$ cat src/rtl/pp_defines.svh
`ifndef PP_DEFINES_SVH
`define PP_DEFINES_SVH

// Bits per sample
`define PP_DATA_WIDTH 32

// Samples per buffer, power of two
`define PP_DEPTH      64

// Address bits, log2 of PP_DEPTH
`define PP_ADDR_WIDTH 6

`endif
$ cat src/rtl/pp_ctrl_pkg.sv
package pp_ctrl_pkg;

    // Swap state machine
    typedef enum logic [1:0] {
        WRITING,        // Filling only, nothing to drain yet
        SWAP_PENDING,   // Single cycle where the buffers trade roles
        READING         // Filling one buffer, draining the other
    } buffer_state_t;

endpackage

$ cat src/rtl/pp_data_pkg.sv
`include "pp_defines.svh"

package pp_data_pkg;

    // One stream sample, signed as produced by the ADC path
    typedef logic signed [`PP_DATA_WIDTH-1:0] sample_t;

    typedef logic [`PP_ADDR_WIDTH-1:0] addr_t;     // Position inside one buffer

    // One extra bit so a full buffer (PP_DEPTH) fits
    typedef logic [`PP_ADDR_WIDTH:0] count_t;

endpackage

$ cat src/rtl/pp_bank_if.sv
`timescale 1ns/1ns

// Controller to RAM bank link, one write port and one read port
interface pp_bank_if
    import pp_data_pkg::*;
();

    logic  wr_en;       // One cycle per accepted sample
    logic  wr_sel;      // Memory being filled
    addr_t wr_addr;     // Fill position
    logic  rd_sel;      // Memory being drained
    addr_t rd_addr;     // Drain position

    // Controller side drives everything
    modport ctrl (
        output wr_en,
        output wr_sel,
        output wr_addr,
        output rd_sel,
        output rd_addr
    );

    // Bank side only consumes
    modport bank (
        input wr_en,
        input wr_sel,
        input wr_addr,
        input rd_sel,
        input rd_addr
    );

endinterface

$ cat src/rtl/pingpong_buffer.sv
`timescale 1ns/1ns
`include "pp_defines.svh"

module pingpong_buffer
    import pp_data_pkg::*;
(
    input  logic    clk_i,
    input  logic    rst_ni,

    // Write port
    input  sample_t write_data_i,
    input  logic    write_valid_i,
    output logic    write_ready_o,

    // Read port
    output sample_t read_data_o,
    output logic    read_valid_o,
    input  logic    read_ready_i,

    // Status
    output logic    buffer_ready_o,  // New read buffer available
    output count_t  write_count_o,
    output count_t  read_count_o
);

    // ===================================================================
    // Controller and memories
    // ===================================================================

    pp_bank_if i_bank_if ();

    pp_swap_ctrl i_swap_ctrl (
        .clk_i          (clk_i),
        .rst_ni         (rst_ni),
        .write_valid_i  (write_valid_i),
        .write_ready_o  (write_ready_o),
        .read_ready_i   (read_ready_i),
        .read_valid_o   (read_valid_o),
        .buffer_ready_o (buffer_ready_o),
        .write_count_o  (write_count_o),
        .read_count_o   (read_count_o),
        .bank           (i_bank_if.ctrl)
    );

    // Write data bypasses the controller
    pp_ram_bank i_ram_bank (
        .clk_i        (clk_i),
        .write_data_i (write_data_i),
        .read_data_o  (read_data_o),
        .bank         (i_bank_if.bank)
    );

endmodule

$ cat src/rtl/pp_ram_bank.sv
`timescale 1ns/1ns
`include "pp_defines.svh"

module pp_ram_bank
    import pp_data_pkg::*;
(
    input  logic    clk_i,
    input  sample_t write_data_i,
    output sample_t read_data_o,    // Follows rd_sel and rd_addr combinationally
    pp_bank_if.bank bank
);

    // ===================================================================
    // Two sample memories
    // ===================================================================

    sample_t mem_q [2][`PP_DEPTH];  // No reset, contents undefined until written

    logic [1:0]   mem_we;           // Per-memory write enable
    sample_t      mem_rdata [2];    // Per-memory read word

    // Write steering, only the fill memory sees the enable
    assign mem_we[0] = bank.wr_en && (bank.wr_sel == 1'b0);
    assign mem_we[1] = bank.wr_en && (bank.wr_sel == 1'b1);

    for (genvar m = 0; m < 2; m++) begin : g_mem
        // Synchronous write
        always_ff @(posedge clk_i) begin
            if (mem_we[m]) begin
                mem_q[m][bank.wr_addr] <= write_data_i;
            end
        end

        // Asynchronous read at the drain position
        assign mem_rdata[m] = mem_q[m][bank.rd_addr];
    end

    // Read multiplexing
    assign read_data_o = bank.rd_sel ? mem_rdata[1] : mem_rdata[0];

endmodule

$ cat src/rtl/pp_swap_ctrl.sv
`timescale 1ns/1ns
`include "pp_defines.svh"

module pp_swap_ctrl
    import pp_data_pkg::*;
    import pp_ctrl_pkg::*;
(
    input  logic   clk_i,
    input  logic   rst_ni,
    input  logic   write_valid_i,
    output logic   write_ready_o,
    input  logic   read_ready_i,
    output logic   read_valid_o,
    output logic   buffer_ready_o,   // One-cycle pulse per new read buffer
    output count_t write_count_o,    // Fill level of the write buffer
    output count_t read_count_o,     // Samples delivered from the read buffer
    pp_bank_if.ctrl bank
);

    // ===================================================================
    // Registers and handshake qualifiers
    // ===================================================================

    buffer_state_t state_q, state_d;

    addr_t  write_addr_q;
    addr_t  read_addr_q;
    count_t write_count_q;
    count_t read_count_q;

    logic   write_sel_q;    // 0 selects memory 0 for filling
    logic   read_sel_q;     // Always the opposite memory of write_sel_q
    logic   read_valid_q;
    logic   buffer_ready_q;

    logic   write_accepted;
    logic   read_accepted;
    logic   write_last;     // This write completes the buffer
    logic   read_last;      // This delivery drains the buffer

    assign write_accepted = write_valid_i && write_ready_o;
    assign read_accepted  = read_valid_q && read_ready_i;

    assign write_last = write_accepted && (write_count_q == count_t'(`PP_DEPTH - 1));
    assign read_last  = read_accepted && (read_count_q == count_t'(`PP_DEPTH - 1));

    // Combinational so a freed buffer takes writes right after the swap
    assign write_ready_o = (write_count_q < count_t'(`PP_DEPTH));

    // ===================================================================
    // Swap state machine
    // ===================================================================

    always_comb begin
        state_d = state_q;                  // Hold by default
        case (state_q)
            WRITING: begin
                if (write_last) begin
                    state_d = SWAP_PENDING; // First buffer just filled
                end
            end
            SWAP_PENDING: begin
                state_d = READING;          // Swap happens at the end of this cycle
            end
            READING: begin
                if (write_last) begin
                    state_d = SWAP_PENDING;
                end
            end
            default: state_d = WRITING;
        endcase
    end

    // ===================================================================
    // Addresses, counts, selects and read valid
    // ===================================================================

    always_ff @(posedge clk_i) begin
        if (!rst_ni) begin
            state_q        <= WRITING;
            write_addr_q   <= '0;
            read_addr_q    <= '0;
            write_count_q  <= '0;
            read_count_q   <= '0;
            write_sel_q    <= 1'b0;    // Fill memory 0 first
            read_sel_q     <= 1'b1;
            read_valid_q   <= 1'b0;
            buffer_ready_q <= 1'b0;
        end else begin
            state_q        <= state_d;
            buffer_ready_q <= 1'b0;    // Pulse lasts one cycle

            if (state_q == SWAP_PENDING) begin
                // Full buffer becomes the read buffer, unread samples are dropped
                read_sel_q     <= write_sel_q;
                write_sel_q    <= ~write_sel_q;
                write_addr_q   <= '0;
                write_count_q  <= '0;
                read_addr_q    <= '0;
                read_count_q   <= '0;
                read_valid_q   <= 1'b1;
                buffer_ready_q <= 1'b1;
            end else begin
                if (write_accepted) begin
                    write_addr_q  <= write_addr_q + 1'b1;
                    write_count_q <= write_count_q + 1'b1;
                end

                if (read_accepted) begin
                    read_addr_q  <= read_addr_q + 1'b1;   // Wraps to 0 after the last one
                    read_count_q <= read_count_q + 1'b1;
                end

                // Drained, stay idle until the next swap
                if (read_last) begin
                    read_valid_q <= 1'b0;
                end
            end
        end
    end

    // Outputs
    assign read_valid_o   = read_valid_q;
    assign buffer_ready_o = buffer_ready_q;
    assign write_count_o  = write_count_q;
    assign read_count_o   = read_count_q;

    // Bank control
    assign bank.wr_en   = write_accepted;
    assign bank.wr_sel  = write_sel_q;
    assign bank.wr_addr = write_addr_q;
    assign bank.rd_sel  = read_sel_q;
    assign bank.rd_addr = read_addr_q;

endmodule

$ cat config.mk
export PLATFORM = sky130hd
export DESIGN_NAME = pingpong_buffer
export DESIGN_NICKNAME = d
export VERILOG_FILES = /design/src/rtl/pp_ctrl_pkg.sv /design/src/rtl/pp_data_pkg.sv /design/src/rtl/pp_bank_if.sv /design/src/rtl/pingpong_buffer.sv /design/src/rtl/pp_ram_bank.sv /design/src/rtl/pp_swap_ctrl.sv
export VERILOG_INCLUDE_DIRS = /design/src /design/src/rtl
export SDC_FILE = /design/constraint.sdc
export NUM_CORES = 2
export LEC_CHECK = 0
export ABC_AREA = 0
export BUFFER_PORTS_ARGS = -buffer_cell sky130_fd_sc_hd__buf_4
export CAP_MARGIN = 25
export CORE_UTILIZATION = 25
export DETAILED_ROUTE_END_ITERATION = 8
export PLACE_DENSITY = 0.34
export REMOVE_ABC_BUFFERS = 1
export SLEW_MARGIN = 30
export SYNTH_ARGS = -nofsm -noshare
export SYNTH_HDL_FRONTEND = slang
export SYNTH_HIERARCHICAL = 1
export SYNTH_SLANG_ARGS = --single-unit
$ cat constraint.sdc
create_clock -name clk_i -period 5.37 [get_ports clk_i]
set_input_delay 1.074 -clock clk_i [delete_from_list [all_inputs] [get_ports clk_i]]
set_output_delay 1.074 -clock clk_i [all_outputs]
set_load 0.05 [all_outputs]
-- Word level (Yosys, flattened, before mapping)
Memories as Yosys holds them, arrays and structs flattened.
Index checks and enable logic that the tools add are counted.
- register bits: 32
- memory bits (writable): 4096
- input port bits: 36
- output and inout port bits: 49
- word-level logic and storage cells: 60
- memories: 1
- memory list (memory ; depth ; bits a word ; rd ports ; clocked after Yosys merged registers in ; write ports ; line ; source):
    i_ram_bank.mem_q ; 2 ; 2048 ; 2 ; 0 ; 1 ; pp_ram_bank.sv:17 ; sample_t mem_q [2][`PP_DEPTH];
- add/sub/neg operators: 4
- order comparisons: 4
- equal/unequal tests: 5
- muxes and demuxes: 21
- bitwise gates (word level): 4
- reductions and logical operators: 12
- operator list (operator ; number):
    $mux 2048 ; 4
    $reduce_or 2048->1 ; 1
    $bmux 32 s6 ; 2
    $demux 32 s6 ; 1
    $mux 32 ; 6
    $add 7x1->7 const B ; 2
    $eq 7x6->1 const B ; 2
    $ge 7x7->1 const B ; 2
    $not 6->7 ; 2
    $add 6x1->6 const B ; 2
    $logic_and 1x1->1 ; 7
    $lt 7x1->1 const B ; 1
    $lt 7x7->1 const B ; 1
    $mux 1 ; 6
    $pmux 2 s2 ; 1
    $reduce_or 2->1 ; 2
    $eq 2x1->1 const B ; 1
    $eq 2x2->1 const B ; 1
    $logic_not 2->1 ; 1
    $mux 2 ; 1
    $ne 2x1->1 const B ; 1
    $not 1->1 ; 2
    $reduce_bool 2->1 ; 1

-- Logic depth before layout (Yosys ltp)
- word-level depth: 8
- mapped depth: 8
- gate-level depth less buffers: 4

-- By module
The synthesis kept the hierarchy.
- by module, submodules not included (module ; times used ; cells an instance ; area each (um^2) ; seq. area each (um^2)):
    pp_ram_bank ; 1 ; 5965 ; 155660.5 ; 122998.0
    pp_swap_ctrl ; 1 ; 151 ; 1415.1 ; 640.6

-- Least setup slack after synthesis
Ideal clock, no wire load.
- path kind: register to output
- from: register i_swap_ctrl.read_addr_q[0], in the netlist i_swap_ctrl/bank.rd_addr[0]
- to: output read_data_o[0]
- arrival time: 3.157 ns
- required time: 4.296 ns
- slack: 1.139 ns
- stages on the path, launching flop included: 8
- buffers on the path: 3
- path through: dfxtp_1 > buf_2 > clkbuf_1 > buf_1 > mux4_2 > mux4_2 > mux4_2 > mux2_2
- longest elaborated chain between the ends: 5
- elaborated cells between the ends (all ways): 8
- classes of those cells: mux: 7; bitwise: 1
- ends and longest elaborated chain (item ; line ; source):
    from (decl) ; pp_swap_ctrl.sv:27 ; addr_t read_addr_q;
    from (signal assigned) ; pp_swap_ctrl.sv:110 ; read_addr_q <= read_addr_q + 1'b1;
    $not 6->7 (implied by the code) (*) ; pp_ram_bank.sv:35 ; assign mem_rdata[m] = mem_q[m][bank.rd_addr];
    $bmux 32 s6 ; pp_ram_bank.sv:35 ;
    $mux 32 (implied by the code) (2 in series) ; pp_ram_bank.sv:35 ;
    $mux 32 (*) ; pp_ram_bank.sv:39 ; assign read_data_o = bank.rd_sel ? mem_rdata[1] : mem_rdata[0];
    to (decl) ; pingpong_buffer.sv:16 ; output sample_t read_data_o,
Mark *: on every way between the ends. The rest lies on a longest branch, timed or not. The select of a mux whose other input is x is not followed.

-- Worst setup path after layout
- from: register i_swap_ctrl.read_addr_q[0], in the netlist i_swap_ctrl/bank.rd_addr[0]
- to: output read_data_o[22]
Same word-level chain as after synthesis.

==> impl_metrics.toml <==
[setup_path]
reg2regPathDepth = 6
critPathLaunchType = "flop"
crit_family = "multiplexers"
cpMostUsedCell = "mux4_2"
crit_path_cell_trace = "buf_12 > buf_8 > buf_12 > buf_4 > mux4_2 > mux4_2 > mux4_2 > mux2_2 > buf_4"
crit_type = "reg2out"
critPathBufInv = 5
slowest_delay_ps = 700
cp_slowest_cell = "mux4_2"
cp.arrival_ps = 4580
crit_fanout = 8
rrSetupSlack_ps = 1560
required_ps = 4300
critPathCaptureType = "output port"
r2r_start = "i_swap_ctrl/write_count_o[6]$_SDFFE_PP0P_"
r2r_end = "i_ram_bank/mem_q[0][511]$_DFFE_PP_"

[floorplan]
die_x_um = 795
rows = 290
die_h_um = 795
design.core.area_mm2 = 0.625
start_util = 0.251
ios = 85
die-area_mm2 = 0.631

[worst_hold_path]
min-delay-start = "write_data_i[9]"
holdPathEnd = "i_ram_bank/mem_q[0][1193]$_DFFE_PP_"
min_path_type = "in2reg"
whs_path_depth = 1

[clocking]
cts_tree = "done"
cts-root-buf = "clkbuf_16"
clock_path_buffers = 4
clock_latency_ps = 1040
cts-htree-levels = 5
clk_pin_slew_ps = 60
numCtsBuffers = 469
clkSinkCount = 4128

[synthesis]
yosysTopAreaCell = "edfxtp_1"
ys_seq_area_frac = 0.787
yosysWarnings = 6
synth.distinct_cells = 33
avgSynthCellArea_um2 = 25.7
syn-cell-area_mm2 = 0.157
synth_top_area_share = 0.783
synth_seq_cells = 4128
async_flop_share = 0
syn-instance-count = 6116
synth-edff-count = 4096
netlist_top_cells_area = "edfxtp_1 (78%), mux4_2 (19%), clkbuf_1 (0.49%)"
ys.flop_type = "edfxtp_1"

[global_routing]
grt_max_degree = 129
grt_pass1_wl_um = 696000
track_usage = 0.161
grt_remaining_overflow = 0
grt_pass1_vias = 75128
grt_antenna_before_repair = 95

[routing]
drt-total-wl_um = 522000
wl_per_cell_um = 33.3
vias = 71945
drtIter0Drc = 6687
vias_per_cell = 4.59
drcViolationCount = 0
firstDrtPassIters = 7
ant_nets = 0

[finish]
drive_gt1_frac = 0.387
syn_to_final_growth_pct = 21.3
fillers = 59736
final_cells = 15687
postLayoutCellArea_mm2 = 0.191
design.final.nets = 6945

[placement]
place_area_mm2 = 0.173
dpl.hpwl_um = 302000
gp_congestion = 0.715
placedCellCount = 14638
numPortBuffers = 84

[pwr]
power_density_mw_per_mm2 = 356
p_leak_nw = 56.1
peakVddDrop_v = 0.000304

[sta]
skew_ps = 50.9
maxSlewHeadroom = 0.279
rsz0062_at_grt = "yes"
setup_viol = 32
hold_violations = 0
tightest_slew_ps = 1080
finalCritPeriodShare = 1.05
slew_viol_final = 0
fin_ws_ps = -287
fmax_mhz = 177
post-route-min-period_ps = 5660

[run_status]
violations = "negative setup slack"
outcome = "finished with violations"

[run]
max_cap_violations = 0
==> registers in the layout, indices dropped and copies added (netlist names) <==
| signal | count |
|---|---|
| i_swap_ctrl/bank.rd_addr | 6 |
| i_swap_ctrl/bank.rd_sel | 1 |
| i_swap_ctrl/read_valid_o | 1 |
| i_swap_ctrl/write_count_o | 7 |
| i_swap_ctrl/buffer_ready_o | 1 |
| i_ram_bank/mem_q | 4096 |
| i_swap_ctrl/bank.wr_addr | 6 |
| i_swap_ctrl/state_q | 2 |
| i_swap_ctrl/read_count_o | 7 |
| i_swap_ctrl/bank.wr_sel | 1 |
==> cells by family after synthesis <==
family,Yosys count,synth area share
DFF,4128,0.787
muxes,1385,0.196
buffers and inverters,341,0.00892
and+or+nand+nor,230,0.00690
AOI/OAI and AO/OA,19,0.000661
xor gates and xnor gates,9,0.000502
adders and majority gates,4,0.000319
==> how the worst max path moves through the flow <==
| stage | from | to | slack [ps] | cells past startpoint |
|---|---|---|---|---|
| 2_1_floorplan | i_swap_ctrl/bank.rd_addr[0]$_SDFFE_PP0P_ | read_data_o[0] | -39920 | 4 |
| 3_3_place_gp | i_swap_ctrl/bank.rd_addr[0]$_SDFFE_PP0P_ | read_data_o[21] | 310 | 7 |
| 3_5_place_dp | i_swap_ctrl/bank.rd_addr[0]$_SDFFE_PP0P_ | read_data_o[21] | 310 | 7 |
| 4_1_cts | i_swap_ctrl/bank.rd_addr[0]$_SDFFE_PP0P_ | read_data_o[14] | -480 | 9 |
| 5_1_grt | i_swap_ctrl/bank.rd_addr[0]$_SDFFE_PP0P_ | read_data_o[17] | -420 | 9 |
| 6_report | i_swap_ctrl/bank.rd_addr[0]$_SDFFE_PP0P_ | read_data_o[22] | -290 | 9 |
==> per-layer routing <==
| layer | vias up | wire length, um | track usage |
|---|---|---|---|
| li1 | 28636 | - | - |
| met1 | 40831 | 235000 | 0.226 |
| met2 | 1853 | 248000 | 0.264 |
| met3 | 607 | 26200 | 0.0276 |
| met4 | 18 | 12000 | 0.0341 |
| met5 | - | 117 | 0 |
==> stage by stage <==
stage	power (mW)	TNS, ps	hold WS [ps]	worst slack, ps	utilization
after floorplan	36.3	-1497950	462	-39920	-
after global placement	37.0	0	475	308	0.277
after detailed placement	37.1	0	494	314	0.277
after CTS	68.9	-13270	206	-477	0.303
after global routing	69.9	-11410	265	-423	0.305
final	67.8	-7230	328	-287	0.305
==> Yosys cell counts (4+ instances only) <==
library cell / instances
edfxtp_1: 4096
mux4_2: 1344
clkbuf_1: 205
nor2_1: 140
buf_2: 67
buf_1: 54
dfxtp_1: 32
mux2_2: 32
nand3_1: 19
nand3b_1: 16
nand2_1: 15
a21oi_1: 9
mux2i_1: 9
nand2b_1: 9
inv_1: 8
o21ai_0: 8
or3_1: 8
nand4_1: 7
xor2_1: 6
buf_4: 4
ha_1: 4
or3b_2: 4
==> report_power, final <==
part	internal (mW)	switching, mW	total, mW	leakage [nW]
registers	35.5	0.0181	35.5	37.1
clock network	18.1	13.4	31.5	7.32
logic	0.134	0.769	0.903	11.7
==> cell type report <==
type	instances	area [um2]	area share
clock buffers	577	12200	0.0643
well taps	8322	10400	0.0547
diodes	64	160	0.000841
clock inverters	290	2730	0.0143
flip-flops and latches	4128	124000	0.649
inverters	8	30.0	0.000158
multi-input cells	1647	33100	0.174
repair buffers	651	8180	0.0430
==> worst register-to-register path: stages, from the launching register on <==
cell and delay, ps:
dfxtp_1 360, nor2b_1 390, buf_4 310, nor2b_1 600, nand2b_1 610, nor2_4 830, buf_4 380
==> repair_timing <==
action / 4_1_cts / 5_1_grt
endpoints found under the setup margin: 32 / 32
buffers inserted: 40 / 51
resized for setup: 87 / 46
pin swaps: 0 / 0
hold buffers: 0 / 0
gates cloned: 13 / 10
==> layout by cell type (no fill, tap or decap), drive strengths merged, types with 6 or more instances in the layout <==
cell	Yosys	routed
clkinv	0	227
mux2	32	32
inv	8	22
diode	0	64
dfxtp	32	32
or3	9	9
nand3b	16	16
mux2i	9	9
clkinvlp	0	9
clkbuf	205	587
nand2	15	15
bufinv	0	40
nand2b	9	9
edfxtp	4096	4096
xor2	6	6
a21oi	9	9
mux4	1344	1344
nor2	140	140
nand3	19	19
o21ai	8	8
buf	128	637
nand4	8	8
Power figures use the tool's default switching activity.
